--- src/verilog/soc_config.svh ---
`ifndef SOC_CONFIG_SVH
`define SOC_CONFIG_SVH

//////////////////////////////////////////////////////////////////////
// bus widths
//////////////////////////////////////////////////////////////////////

`define SOC_ADDR_W 32
`define SOC_DATA_W 32
// one write-enable bit per byte lane
`define SOC_STRB_W 4

//////////////////////////////////////////////////////////////////////
// address map, region field is addr[31:28]
//////////////////////////////////////////////////////////////////////

`define SOC_SEL_MSB      31
`define SOC_REGION_RAM   4'h0
`define SOC_REGION_TIMER 4'h2
`define SOC_REGION_GPIO  4'h4

// peripheral sizing
`define SOC_RAM_WORDS   256
`define SOC_GPIO_PINS   8
// read data for unmapped regions
`define SOC_DECERR_DATA 32'hDEAD_BEEF

`endif

--- src/verilog/soc_pkg.sv ---
`include "soc_config.svh"

package soc_pkg;

    // bus payload types
    typedef logic [`SOC_ADDR_W-1:0] addr_t;
    typedef logic [`SOC_DATA_W-1:0] word_t;
    typedef logic [`SOC_STRB_W-1:0] strb_t;

    // decoder target, SEL_NONE means decode error
    typedef enum logic [1:0] {
        SEL_RAM,
        SEL_TIMER,
        SEL_GPIO,
        SEL_NONE
    } target_sel_t;

    // timer register offsets
    typedef enum logic [3:0] {
        TMR_CTRL  = 4'h0,
        TMR_COUNT = 4'h4,
        TMR_VALUE = 4'h8
    } timer_reg_e;

    // gpio register offsets
    typedef enum logic [3:0] {
        GPIO_CTRL = 4'h0,
        GPIO_DATA = 4'h4
    } gpio_reg_e;

endpackage

--- src/verilog/mem_bus_if.sv ---
`timescale 1ns/1ps
`include "soc_config.svh"

interface mem_bus_if;

    // request side, held until addr_ok
    logic                   req;
    logic                   we;
    logic [`SOC_ADDR_W-1:0] addr;
    logic [`SOC_DATA_W-1:0] wdata;
    logic [`SOC_STRB_W-1:0] wem;

    // response side
    logic                   addr_ok;
    logic                   data_ok;
    logic [`SOC_DATA_W-1:0] rdata;

    modport master (
        output req, we, addr, wdata, wem,
        input  addr_ok, data_ok, rdata
    );

    modport slave (
        input  req, we, addr, wdata, wem,
        output addr_ok, data_ok, rdata
    );

endinterface

--- src/verilog/timer.sv ---
`timescale 1ns/1ps
`include "soc_config.svh"

module timer (
    input  logic     clk,
    input  logic     rst_n,
    mem_bus_if.slave bus,
    output logic     int_o
);
    import soc_pkg::*;

    timer_reg_e reg_sel;
    logic       acc;
    logic       ctrl_wr;
    logic       hit;
    logic       en_q;
    logic       ie_q;
    logic       pend_q;
    word_t      count_q;
    word_t      value_q;
    logic       data_ok_q;
    word_t      rdata_q;

    assign bus.addr_ok = bus.req && !data_ok_q;
    assign acc         = bus.addr_ok;
    assign reg_sel     = timer_reg_e'(bus.addr[3:0]);
    assign ctrl_wr     = acc && bus.we && (reg_sel == TMR_CTRL);

    //////////////////////////////////////////////////////////////////////
    // register section
    //////////////////////////////////////////////////////////////////////

    always_ff @(posedge clk or negedge rst_n) begin
        if (!rst_n) begin
            en_q    <= 1'b0;
            ie_q    <= 1'b0;
            value_q <= '0;
        end else if (acc && bus.we) begin
            case (reg_sel)
                TMR_CTRL: begin
                    en_q <= bus.wdata[0];
                    ie_q <= bus.wdata[1];
                end
                TMR_VALUE: value_q <= bus.wdata;
                // count is read-only
                default: ;
            endcase
        end
    end

    //////////////////////////////////////////////////////////////////////
    // counter and compare
    //////////////////////////////////////////////////////////////////////

    assign hit = en_q && (count_q == value_q);

    always_ff @(posedge clk or negedge rst_n) begin
        if (!rst_n) begin
            count_q <= '0;
            pend_q  <= 1'b0;
        end else begin
            // a new match beats a same-cycle clear
            pend_q <= hit || (pend_q && !(ctrl_wr && bus.wdata[2]));
            if (ctrl_wr && !bus.wdata[0]) begin
                count_q <= '0;
            end else if (hit) begin
                count_q <= '0;
            end else if (en_q) begin
                count_q <= count_q + 1'b1;
            end
        end
    end

    assign int_o = pend_q && ie_q;

    //////////////////////////////////////////////////////////////////////
    // bus response
    //////////////////////////////////////////////////////////////////////

    always_ff @(posedge clk or negedge rst_n) begin
        if (!rst_n) begin
            data_ok_q <= 1'b0;
        end else begin
            data_ok_q <= acc;
        end
    end

    always_ff @(posedge clk) begin
        if (acc && !bus.we) begin
            case (reg_sel)
                TMR_CTRL:  rdata_q <= word_t'({pend_q, ie_q, en_q});
                TMR_COUNT: rdata_q <= count_q;
                TMR_VALUE: rdata_q <= value_q;
                default:   rdata_q <= '0;
            endcase
        end
    end

    assign bus.data_ok = data_ok_q;
    assign bus.rdata   = rdata_q;

endmodule

--- src/flat_wrapper.sv ---
// flat-port wrapper written by rule: the top's interface ports become plain ports
module timer_flat import soc_pkg::*;
  (clk, rst_n, int_o, bus_req, bus_we, bus_addr, bus_wdata, bus_wem, bus_addr_ok, bus_data_ok, bus_rdata);
  mem_bus_if bus_i ();
  input  logic clk;
  input  logic rst_n;
  output logic int_o;
  input wire logic [$bits(bus_i.req)-1:0] bus_req;
  input wire logic [$bits(bus_i.we)-1:0] bus_we;
  input wire logic [$bits(bus_i.addr)-1:0] bus_addr;
  input wire logic [$bits(bus_i.wdata)-1:0] bus_wdata;
  input wire logic [$bits(bus_i.wem)-1:0] bus_wem;
  output wire logic [$bits(bus_i.addr_ok)-1:0] bus_addr_ok;
  output wire logic [$bits(bus_i.data_ok)-1:0] bus_data_ok;
  output wire logic [$bits(bus_i.rdata)-1:0] bus_rdata;
  assign bus_i.req = bus_req;
  assign bus_i.we = bus_we;
  assign bus_i.addr = bus_addr;
  assign bus_i.wdata = bus_wdata;
  assign bus_i.wem = bus_wem;
  assign bus_addr_ok = bus_i.addr_ok;
  assign bus_data_ok = bus_i.data_ok;
  assign bus_rdata = bus_i.rdata;
  timer u_core (.clk(clk), .rst_n(rst_n), .bus(bus_i), .int_o(int_o));
endmodule
--- config.mk ---
export PLATFORM = sky130hd
export DESIGN_NAME = timer_flat
export DESIGN_NICKNAME = d
export VERILOG_FILES = /design/src/verilog/soc_pkg.sv /design/src/verilog/mem_bus_if.sv /design/src/verilog/timer.sv /design/src/flat_wrapper.sv
export VERILOG_INCLUDE_DIRS = /design/src /design/src/verilog
export SDC_FILE = /design/constraint.sdc
export NUM_CORES = 1
export LEC_CHECK = 0
export BUFFER_PORTS_ARGS = -buffer_cell sky130_fd_sc_hd__buf_2
export CORE_AREA = 10 10 120 122
export DETAILED_ROUTE_END_ITERATION = 12
export DIE_AREA = 0 0 130 132
export SLEW_MARGIN = 20
export SYNTH_ARGS = -nofsm -noshare
export SYNTH_HDL_FRONTEND = slang
export SYNTH_SLANG_ARGS = --single-unit
export TNS_END_PERCENT = 100
--- constraint.sdc ---
create_clock -name clk -period 3.4 [get_ports clk]
set_clock_uncertainty 0.2 [all_clocks]
set_input_delay 0.34 -clock clk [delete_from_list [all_inputs] [get_ports clk]]
set_output_delay 0.34 -clock clk [all_outputs]
set_load 0.03 [all_outputs]
After elaboration in Yosys (flattened, before gate mapping). Cells that the tools add are included.

Register bits after elaboration: 100. Input bits: 72.

Add/subtract/negate cells: 1. Equal/unequal tests: 3. Multiplexer cells: 4. Reduce and logical (&&, ||, !) cells: 18.

Operator list (number): 2-to-1 mux 32 bit (3); one-hot mux 32 bit (3 select lines) (1); adder 32 x 1 -> 32 bit (second input constant) (1); == test 32 bit (1); logical AND 1 bit (9); == test 4 x 3 -> 1 bit (second input constant) (1); == test 4 bit (second input constant) (1); zero test 1 bit (4); zero test 4 bit (1); AND reduction 2 bit (2); nonzero test 3 bit (1); logical OR 1 bit (1).

Depth between registers and ports, before layout. Gate-level depths: netlist of run 1.

Word-level depth: 8. Mapped depth: 8. Depth with buffers taken out: 6.

Worst setup path after synthesis of run 1. OpenSTA, ideal clock, no wires.

Path type: reg2reg. Start: register u_core.data_ok_q, in the netlist u_core.bus.data_ok. End: register u_core.rdata_q[0], in the netlist u_core.bus.rdata[0], enable pin. Setup time: 425 ps. Data arrival time: 2645 ps. Data required time: 2775 ps. Slack: 129 ps. Stages on the path, launching flop included: 3. Path buffers: 0. Cells stage by stage: dfrtp_1 nor2b_1 nor2b_1.

Word-level cells in the longest chain between the ends: 3.

Ends and longest elaborated chain: from (decl) (RTL line timer.sv:21) `logic data_ok_q;`; from (signal assigned) (RTL line timer.sv:82) `data_ok_q <= 1'b0;`; from (signal assigned) (RTL line timer.sv:84) `data_ok_q <= acc;`; zero test 1 bit (RTL line timer.sv:24) `assign bus.addr_ok = bus.req && !data_ok_q;`; logical AND 1 bit (RTL line timer.sv:24); via bus_addr_ok (RTL line flat_wrapper.sv:13) `output wire logic [$bits(bus_i.addr_ok)-1:0] bus_addr_ok;`; logical AND 1 bit (RTL line timer.sv:89) `if (acc && !bus.we) begin`; to (signal assigned) (RTL line timer.sv:91) `TMR_CTRL: rdata_q <= word_t'({pend_q, ie_q, en_q});`; to (signal assigned) (RTL line timer.sv:92) `TMR_COUNT: rdata_q <= count_q;`; to (signal assigned) (RTL line timer.sv:93) `TMR_VALUE: rdata_q <= value_q;`; to (decl) (RTL line timer.sv:22) `word_t rdata_q;`.

The timed path passes the listed nets, and every way through them passes these cells. A chain may end at the register's enable or synchronous reset.

Worst setup path after layout of run 1.
Start: register u_core.count_q[11]. End: register u_core.count_q[1].

Word-level cells in the longest chain between the ends: 4. Elaborated cells between the ends (all ways): 5.

Ends and longest elaborated chain: from (decl) (RTL line timer.sv:19) `word_t count_q;`; from (signal assigned) (RTL line timer.sv:69) `count_q <= count_q + 1'b1;`; == test 32 bit * (RTL line timer.sv:55) `assign hit = en_q && (count_q == value_q);`; logical AND 1 bit * (RTL line timer.sv:55); 2-to-1 mux 32 bit (RTL line timer.sv:66) `end else if (hit) begin`; 2-to-1 mux 32 bit (RTL line timer.sv:64) `if (ctrl_wr && !bus.wdata[0]) begin`.

Every way passes the cells marked *; elsewhere a longest branch is shown, timed or not.

==> impl_metrics.prom, run 1 <==
# TYPE chip_impl_metric gauge
chip_impl_info{name="run_status",value="complete, no violations"} 1
chip_impl_metric{name="power.switching",unit="uW"} 826
chip_impl_metric{name="setup_viol",unit=""} 0
chip_impl_metric{name="overall_via_count_from_detail_route",unit=""} 3224
chip_impl_metric{name="power.share.clock",unit=""} 0.328
chip_impl_metric{name="synthesis.area",unit="mm^2"} 0.00474
chip_impl_metric{name="drt_first_pass_iters",unit=""} 4
chip_impl_metric{name="clkLatencyLatePin",unit="ps"} 340
chip_impl_metric{name="crit_fanout",unit=""} 31
chip_impl_metric{name="hold_critical_path_depth",unit=""} 2
chip_impl_metric{name="seq_power_share",unit=""} 0.513
chip_impl_metric{name="finish.net_count",unit=""} 539
chip_impl_info{name="synth.area.top_cells",value="sky130_fd_sc_hd__dfrtp_1 36%, sky130_fd_sc_hd__edfxtp_1 20%, sky130_fd_sc_hd__mux2_2 7.6%"} 1
chip_impl_info{name="clock-root-buffer",value="sky130_fd_sc_hd__clkbuf_16"} 1
chip_impl_info{name="timing.hold.worst.start",value="bus_wdata[5]"} 1
chip_impl_info{name="worstSetupStartpointType",value="flip-flop"} 1
chip_impl_metric{name="synth.lib_cells_used.distinct",unit=""} 45
chip_impl_metric{name="max_freq",unit="GHz"} 0.377
chip_impl_metric{name="grt_util_all_layers",unit=""} 0.134
chip_impl_info{name="critical_path.endpoint_type",value="flip-flop"} 1
chip_impl_metric{name="crit_required",unit="ps"} 3410
chip_impl_info{name="regToRegEndpoint",value="u_core.count_q[1]$_DFFE_PN0P_"} 1
chip_impl_info{name="timing.setup.critical_path_class",value="flip-flop to flip-flop"} 1
chip_impl_metric{name="synth_enable_flop_cells",unit=""} 32
chip_impl_metric{name="routedWlPerCell",unit="um"} 17.8
chip_impl_metric{name="worstMarginPinSlew",unit="ps"} 748
chip_impl_metric{name="detail_route.iter0.violations",unit=""} 190
chip_impl_metric{name="grt_antenna_before_repair",unit=""} 0
chip_impl_metric{name="numCtsBuffers",unit=""} 9
chip_impl_metric{name="syn_inst",unit=""} 394
chip_impl_metric{name="global_route.usage.met3",unit=""} 0.0358
chip_impl_metric{name="mappedNetlistNets",unit=""} 467
chip_impl_metric{name="fin_tns_setup",unit="ps"} 0
chip_impl_metric{name="hold-worst-slack",unit="ps"} 26.0
chip_impl_metric{name="slew-limit-headroom",unit=""} 0.499
chip_impl_metric{name="flow.area_growth_from_synthesis",unit="%"} 17.2
chip_impl_metric{name="internal-power",unit="uW"} 2130
chip_impl_info{name="synth.largest_area_cell",value="sky130_fd_sc_hd__dfrtp_1"} 1
chip_impl_metric{name="hold_violations",unit=""} 0
chip_impl_metric{name="clock_transition_at_the_register_clock_pins_on_the_worst_setup_and_hold_paths_after_cts",unit="ps"} 70
chip_impl_metric{name="clock_sink_count",unit=""} 100
chip_impl_metric{name="ir_worst_vdd",unit="uV"} 233
chip_impl_metric{name="final_layout_size_suffix_gt1_frac",unit=""} 0.306
chip_impl_metric{name="max_buffers_root_to_sink",unit=""} 2
chip_impl_metric{name="worst_case_register_to_register_setup_slack",unit="ps"} 750
chip_impl_metric{name="ff2ff_path_depth",unit=""} 7
chip_impl_metric{name="fillers",unit=""} 1127
chip_impl_metric{name="final_critical_path_setup_slack",unit="ps"} 751
chip_impl_metric{name="detail-route-antenna-nets",unit=""} 0
chip_impl_metric{name="aggregate_routed_wire_length",unit="um"} 11000
chip_impl_metric{name="async_flop_share",unit=""} 0.680
chip_impl_metric{name="synth.yosys.seq_area_share",unit=""} 0.561
chip_impl_metric{name="ys_seq_elements",unit=""} 100
chip_impl_metric{name="floorplan.initialDensity",unit=""} 0.398
chip_impl_metric{name="combPwrFrac",unit=""} 0.159
chip_impl_metric{name="worst-endpoint-arrival",unit="ps"} 2660
chip_impl_info{name="synthMostInstantiatedCell",value="sky130_fd_sc_hd__dfrtp_1"} 1
chip_impl_metric{name="core.rowCount",unit=""} 40
chip_impl_metric{name="leak_pwr",unit="uW"} 0.00241
chip_impl_metric{name="finalWeightedCongestion",unit=""} 0.867
chip_impl_metric{name="cts-resized-gates",unit=""} 0
chip_impl_metric{name="floorplan_die_height",unit="um"} 132
chip_impl_info{name="synth.top_cells.by_count",value="68 x sky130_fd_sc_hd__dfrtp_1, 34 x sky130_fd_sc_hd__xnor2_1, 32 x sky130_fd_sc_hd__edfxtp_1, 32 x sky130_fd_sc_hd__mux2_2, 32 x sky130_fd_sc_hd__nor2_1"} 1
chip_impl_metric{name="period_needed",unit="ps"} 2650
chip_impl_metric{name="synth_top_area_frac",unit=""} 0.359
chip_impl_metric{name="route.detailed.vias_per_inst",unit=""} 5.22
chip_impl_metric{name="cellPowerDensity",unit="mW/mm^2"} 532
chip_impl_metric{name="grt_pass1_wl",unit="um"} 18200
chip_impl_metric{name="gr-usage-met1",unit=""} 0.172
chip_impl_metric{name="syn_avg_cell_area",unit="um^2"} 12.0
chip_impl_metric{name="number_of_standard_cells_in_the_layout_taps_in_and_fillers_out",unit=""} 618
chip_impl_metric{name="globalRouteOverflowTotal",unit=""} 0
chip_impl_metric{name="diodes",unit=""} 0
chip_impl_metric{name="pin_count",unit=""} 107
chip_impl_metric{name="first_global_vias",unit=""} 3435
chip_impl_metric{name="post-place-ws",unit="ps"} 820
chip_impl_metric{name="swShare",unit=""} 0.279
chip_impl_metric{name="buffer_ports.inserted",unit=""} 74
chip_impl_info{name="worst_r2r_startpoint",value="u_core.count_q[11]$_DFFE_PN0P_"} 1
chip_impl_metric{name="floorplan.core_area",unit="mm^2"} 0.0119
chip_impl_info{name="min-delay-path-class",value="input port to flip-flop"} 1
chip_impl_metric{name="cap_violations",unit=""} 0
chip_impl_info{name="rsz0062_at_grt",value="no"} 1
chip_impl_info{name="hold_path_end",value="u_core.value_q[5]$_DFFE_PN0P_"} 1
chip_impl_metric{name="final_max_slew_viol_count",unit=""} 0
chip_impl_metric{name="fp.dieW",unit="um"} 130
chip_impl_metric{name="drcViolationCount",unit=""} 0
chip_impl_info{name="grt.busiest_layer",value="met2"} 1
chip_impl_metric{name="synth_warnings",unit=""} 0
chip_impl_info{name="tritoncts",value="yes"} 1
chip_impl_metric{name="max_h_tree_level",unit=""} 3
chip_impl_metric{name="grt_start_max_net_pins",unit=""} 46
chip_impl_metric{name="cts_setup_buffers",unit=""} 0
chip_impl_metric{name="placed_cells",unit=""} 601
chip_impl_metric{name="floorplan.die_area",unit="mm^2"} 0.0172
chip_impl_metric{name="grt_util_met2",unit=""} 0.214
chip_impl_info{name="synth-main-ff-cell",value="sky130_fd_sc_hd__dfrtp_1"} 1
chip_impl_metric{name="post-dp-hpwl",unit="um"} 8050
chip_impl_metric{name="final.period_utilization",unit=""} 0.779
==> kinds of logic after synthesis <==
family | after synthesis | share of synthesized area
AO/OA/AOI/OAI | 50 | 0.0889
XOR/XNOR | 55 | 0.102
adder cells (fa/ha/maj) | 1 | 0.00264
buffers and inverters | 38 | 0.0388
flip-flops | 100 | 0.561
multiplexers | 33 | 0.0781
AND/OR/NAND/NOR | 117 | 0.129
==> worst max-delay path, cell delays in order (launching register included) <==
cell and delay, ps:
sky130_fd_sc_hd__dfrtp_1 470, sky130_fd_sc_hd__xnor2_1 360, sky130_fd_sc_hd__nand4_1 180, sky130_fd_sc_hd__nor4_1 450
sky130_fd_sc_hd__nand4_1 260, sky130_fd_sc_hd__nand2_1 120, sky130_fd_sc_hd__buf_4 340, sky130_fd_sc_hd__o31ai_1 130
==> sequential cells by signal (all words and copies together), names as in the netlist <==
signal and count:
u_core.bus.data_ok 1, u_core.bus.rdata 32, u_core.count_q 32, u_core.en_q 1, u_core.ie_q 1, u_core.pend_q 1
u_core.value_q 32
==> area by class of cell <==
cell class / count / area [um^2] / share of cell area
Clock buffer: 15 / 268 / 0.0482
Clock inverter: 1 / 7.51 / 0.00135
Inverter: 13 / 48.8 / 0.00878
Multi-Input combinational cell: 256 / 1910 / 0.344
Sequential cell: 100 / 2660 / 0.479
Tap cell: 147 / 184 / 0.0331
Timing Repair Buffer: 86 / 478 / 0.0860
==> placed cells by master, fill, tap and decap left out, types with 13 or more instances in the layout <==
cell	instances
sky130_fd_sc_hd__nor2_1	32
sky130_fd_sc_hd__nand4_1	14
sky130_fd_sc_hd__mux2_2	32
sky130_fd_sc_hd__nand2_1	27
sky130_fd_sc_hd__a22o_1	28
sky130_fd_sc_hd__buf_2	73
sky130_fd_sc_hd__xor2_1	21
sky130_fd_sc_hd__inv_1	13
sky130_fd_sc_hd__nand3_1	13
sky130_fd_sc_hd__xnor2_1	34
sky130_fd_sc_hd__edfxtp_1	32
sky130_fd_sc_hd__dfrtp_1	68
==> worst max-delay path by stage <==
stage / from / to / cells after the start / slack, ps
4_1_cts: u_core.count_q[11]$_DFFE_PN0P_ / u_core.count_q[1]$_DFFE_PN0P_ / 7 / 790
3_3_place_gp: u_core.count_q[11]$_DFFE_PN0P_ / u_core.count_q[1]$_DFFE_PN0P_ / 7 / 850
2_1_floorplan: u_core.bus.data_ok$_DFF_PN0_ / u_core.bus.rdata[0]$_DFFE_PP_ / 2 / 130
3_5_place_dp: u_core.count_q[11]$_DFFE_PN0P_ / u_core.count_q[1]$_DFFE_PN0P_ / 7 / 820
5_1_grt: u_core.count_q[11]$_DFFE_PN0P_ / u_core.count_q[1]$_DFFE_PN0P_ / 7 / 680
6_report: u_core.count_q[11]$_DFFE_PN0P_ / u_core.count_q[1]$_DFFE_PN0P_ / 7 / 750
==> power groups by stage <==
| stage | Clock (uW) | Combinational [uW] | Sequential (uW) |
|---|---|---|---|
| after floorplan | 0 | 328 | 1510 |
| after global placement | 0 | 465 | 1530 |
| after detailed placement | 0 | 473 | 1540 |
| after CTS | 992 | 478 | 1520 |
| after global routing | 1040 | 520 | 1540 |
| final | 969 | 471 | 1520 |
==> per-layer routing <==
| layer | routed length, um | vias to the layer above | share of wire |
|---|---|---|---|
| met4 | 88 | 0 | 0.0080 |
| met1 | 4980 | 1595 | 0.45 |
| met5 | 0 | - | 0 |
| met2 | 5380 | 66 | 0.49 |
| li1 | - | 1556 | - |
| met3 | 567 | 7 | 0.051 |
==> repair_timing <==
item,4_1_cts,5_1_grt
hold endpoints to repair,0,43
hold buffers,0,1
setup endpoints to repair,0,0
==> per-stage QoR <==
step | utilization | cell area [um^2] | total power, uW
6_report | 0.467 | 5560 | 2960
5_1_grt | 0.467 | 5560 | 3090
4_1_cts | 0.466 | 5550 | 2990
3_5_place_dp | 0.443 | 5270 | 2010
3_3_place_gp | 0.443 | 5270 | 2000
2_1_floorplan | - | 4740 | 1840
Power figures use the tool's default switching activity.
==> inputs of run 2 (changes only) <==
clock period = 2.35 ns   (was 3.4 ns; I/O delays follow)
==> impl_metrics.prom, run 2 (synthesis gave the netlist of run 1 again) <==
# TYPE chip_impl_metric gauge
chip_impl_info{name="worstSetupStartpointType",value="flip-flop"} 1
chip_impl_info{name="timing.hold.worst.start",value="bus_we"} 1
chip_impl_info{name="rsz0062_at_grt",value="no"} 1
chip_impl_metric{name="numCtsBuffers",unit=""} 9
chip_impl_metric{name="clock_transition_at_the_register_clock_pins_on_the_worst_setup_and_hold_paths_after_cts",unit="ps"} 70
chip_impl_metric{name="grt_start_max_net_pins",unit=""} 69
chip_impl_metric{name="worst_case_register_to_register_setup_slack",unit="ps"} 70
chip_impl_metric{name="floorplan_die_height",unit="um"} 132
chip_impl_metric{name="cap_violations",unit=""} 0
chip_impl_metric{name="aggregate_routed_wire_length",unit="um"} 11600
chip_impl_metric{name="combPwrFrac",unit=""} 0.178
chip_impl_metric{name="timing.critical_path.depth",unit=""} 6
chip_impl_metric{name="hold_violations",unit=""} 0
chip_impl_metric{name="grt_antenna_before_repair",unit=""} 0
chip_impl_info{name="min-delay-path-class",value="input port to flip-flop"} 1
chip_impl_metric{name="sequential_cell_area",unit="mm^2"} 0.00266
chip_impl_metric{name="crit_fanout",unit=""} 4
chip_impl_metric{name="fillers",unit=""} 1068
chip_impl_metric{name="globalRouteOverflowTotal",unit=""} 0
chip_impl_metric{name="grt_util_all_layers",unit=""} 0.140
chip_impl_metric{name="clock_sink_count",unit=""} 100
chip_impl_metric{name="max_h_tree_level",unit=""} 3
chip_impl_metric{name="worst-path-buf-inv",unit=""} 0
chip_impl_info{name="clock-root-buffer",value="sky130_fd_sc_hd__clkbuf_16"} 1
chip_impl_metric{name="cellPowerDensity",unit="mW/mm^2"} 747
chip_impl_metric{name="overall_via_count_from_detail_route",unit=""} 3465
chip_impl_metric{name="power.switching",unit="uW"} 1240
chip_impl_metric{name="route.detailed.vias_per_inst",unit=""} 5.15
chip_impl_metric{name="area_occupied_by_multi_input_gates",unit="mm^2"} 0.00195
chip_impl_metric{name="max_freq",unit="GHz"} 0.439
chip_impl_metric{name="fin_tns_setup",unit="ps"} 0
chip_impl_metric{name="final_max_slew_viol_count",unit=""} 0
chip_impl_metric{name="ir_worst_vdd",unit="uV"} 326
chip_impl_info{name="regToRegEndpoint",value="u_core.count_q[26]$_DFFE_PN0P_"} 1
chip_impl_metric{name="floorplan.core_area",unit="mm^2"} 0.0119
chip_impl_metric{name="internal-power",unit="uW"} 3380
chip_impl_metric{name="drcViolationCount",unit=""} 0
chip_impl_metric{name="layout.cell_area.non_filler",unit="mm^2"} 0.00618
chip_impl_metric{name="post-place-ws",unit="ps"} 42.7
chip_impl_metric{name="detail_route.iter0.violations",unit=""} 262
chip_impl_metric{name="worst-endpoint-arrival",unit="ps"} 2330
chip_impl_info{name="worst_r2r_startpoint",value="u_core.count_q[5]$_DFFE_PN0P_"} 1
chip_impl_metric{name="fp.dieW",unit="um"} 130
chip_impl_metric{name="routedWlPerCell",unit="um"} 17.2
chip_impl_metric{name="power.share.clock",unit=""} 0.353
chip_impl_info{name="critPathSlowestCell",value="sky130_fd_sc_hd__or4_2"} 1
chip_impl_metric{name="placed_cells",unit=""} 621
chip_impl_metric{name="final_critical_path_setup_slack",unit="ps"} 74.2
chip_impl_metric{name="diodes",unit=""} 0
chip_impl_metric{name="finish.net_count",unit=""} 594
chip_impl_info{name="hold_path_end",value="u_core.bus.rdata[5]$_DFFE_PP_"} 1
chip_impl_metric{name="pin_count",unit=""} 107
chip_impl_metric{name="final.period_utilization",unit=""} 0.968
chip_impl_info{name="mostFrequentLayoutCell",value="sky130_fd_sc_hd__buf_2"} 1
chip_impl_info{name="path_cells",value="and3_4, nand4_4, or4_2, o41ai_1, o31a_1, o21ai_2"} 1
chip_impl_info{name="tritoncts",value="yes"} 1
chip_impl_metric{name="post-layout-total-power",unit="uW"} 4620
chip_impl_metric{name="detail-route-antenna-nets",unit=""} 0
chip_impl_info{name="critical_path.endpoint_type",value="flip-flop"} 1
chip_impl_info{name="run_status",value="complete, no violations"} 1
chip_impl_metric{name="drt_first_pass_iters",unit=""} 5
chip_impl_metric{name="number_of_standard_cells_in_the_layout_taps_in_and_fillers_out",unit=""} 673
chip_impl_metric{name="detailed_place.area",unit="mm^2"} 0.00547
chip_impl_metric{name="core.rowCount",unit=""} 40
chip_impl_metric{name="buffer_ports.inserted",unit=""} 74
chip_impl_metric{name="first_global_vias",unit=""} 3722
chip_impl_metric{name="grt_pass1_wl",unit="um"} 19200
chip_impl_metric{name="ff2ff_path_depth",unit=""} 6
chip_impl_metric{name="post-dp-hpwl",unit="um"} 8080
chip_impl_info{name="cp_top_family",value="simple AND/OR/NAND/NOR gates"} 1
chip_impl_metric{name="finalWeightedCongestion",unit=""} 0.827
chip_impl_info{name="timing.setup.critical_path_class",value="flip-flop to flip-flop"} 1
chip_impl_metric{name="worstMarginPinSlew",unit="ps"} 533
chip_impl_metric{name="slew-limit-headroom",unit=""} 0.644
chip_impl_metric{name="setup_viol",unit=""} 0
chip_impl_metric{name="flow.area_growth_from_synthesis",unit="%"} 30.3
chip_impl_metric{name="final_layout_size_suffix_gt1_frac",unit=""} 0.329
chip_impl_metric{name="crit_required",unit="ps"} 2400
chip_impl_metric{name="hold_critical_path_depth",unit=""} 2
chip_impl_metric{name="max_buffers_root_to_sink",unit=""} 2
chip_impl_metric{name="swShare",unit=""} 0.269
chip_impl_metric{name="floorplan.die_area",unit="mm^2"} 0.0172
chip_impl_metric{name="floorplan.initialDensity",unit=""} 0.398
chip_impl_metric{name="critical_path.max_stage_delay",unit="ps"} 680
chip_impl_metric{name="leak_pwr",unit="uW"} 0.00272
chip_impl_info{name="layout_common_cells",value="74 x sky130_fd_sc_hd__buf_2, 68 x sky130_fd_sc_hd__dfrtp_1, 34 x sky130_fd_sc_hd__dlygate4sd3_1, 33 x sky130_fd_sc_hd__xnor2_1"} 1
chip_impl_metric{name="period_needed",unit="ps"} 2280
chip_impl_metric{name="clkLatencyLatePin",unit="ps"} 350
chip_impl_metric{name="seq_power_share",unit=""} 0.468
run 2: cell type report:
class / count / share of cell area
inverter: 13 / 0.00789
multi-input combinational: 256 / 0.315
timing repair buffer: 141 / 0.163
tap: 147 / 0.0298
sequential: 100 / 0.431
clock buffer: 14 / 0.0480
clock inverter: 2 / 0.00587
run 2: how the worst max path moves through the flow:
stage	startpoint	to	slack (ps)
final	u_core.count_q[5]$_DFFE_PN0P_	u_core.count_q[26]$_DFFE_PN0P_	70
after global routing	u_core.count_q[5]$_DFFE_PN0P_	u_core.count_q[26]$_DFFE_PN0P_	1
after CTS	u_core.count_q[8]$_DFFE_PN0P_	u_core.count_q[28]$_DFFE_PN0P_	20
after detailed placement	u_core.count_q[8]$_DFFE_PN0P_	u_core.count_q[30]$_DFFE_PN0P_	40
after global placement	u_core.count_q[8]$_DFFE_PN0P_	u_core.count_q[28]$_DFFE_PN0P_	50
after floorplan	u_core.bus.data_ok$_DFF_PN0_	u_core.count_q[16]$_DFFE_PN0P_	30
run 2: power by group through the flow:
stage / logic (uW) / clock network [uW] / registers, uW
final: 824 / 1630 / 2160
after global routing: 924 / 1710 / 2190
after CTS: 822 / 1670 / 2160
after detailed placement: 771 / 0 / 2190
after global placement: 763 / 0 / 2180
after floorplan: 476 / 0 / 2190
run 2: worst register-to-register path, cell delays in order, from the launching register on:
cell,delay [ps]
sky130_fd_sc_hd__dfrtp_1,400
sky130_fd_sc_hd__and3_4,240
sky130_fd_sc_hd__nand4_4,110
sky130_fd_sc_hd__or4_2,680
sky130_fd_sc_hd__o41ai_1,290
sky130_fd_sc_hd__o31a_1,210
sky130_fd_sc_hd__o21ai_2,50
run 2: what timing repair did:
| action | in CTS | in global routing |
|---|---|---|
| resized for setup | 0 | 4 |
| hold buffers | 34 | 0 |
| buffers inserted | 0 | 2 |
| endpoints found under the setup margin | 0 | 22 |
| hold endpoints to repair | 104 | 0 |
run 2: routing by layer:
metal	vias up	part of all wire	global-route usage
met4	0	0.021	0.0594
met2	70	0.49	0.226
li1	1673	-	-
met3	16	0.045	0.0274
met1	1706	0.44	0.177
met5	-	0	0
run 2: metrics by stage:
step | hold WS [ps] | utilization
after floorplan | -261 | -
after global placement | 95.4 | 0.459
after detailed placement | 86.4 | 0.459
after CTS | 74.4 | 0.516
after global routing | 94.2 | 0.519
final | 92.0 | 0.519
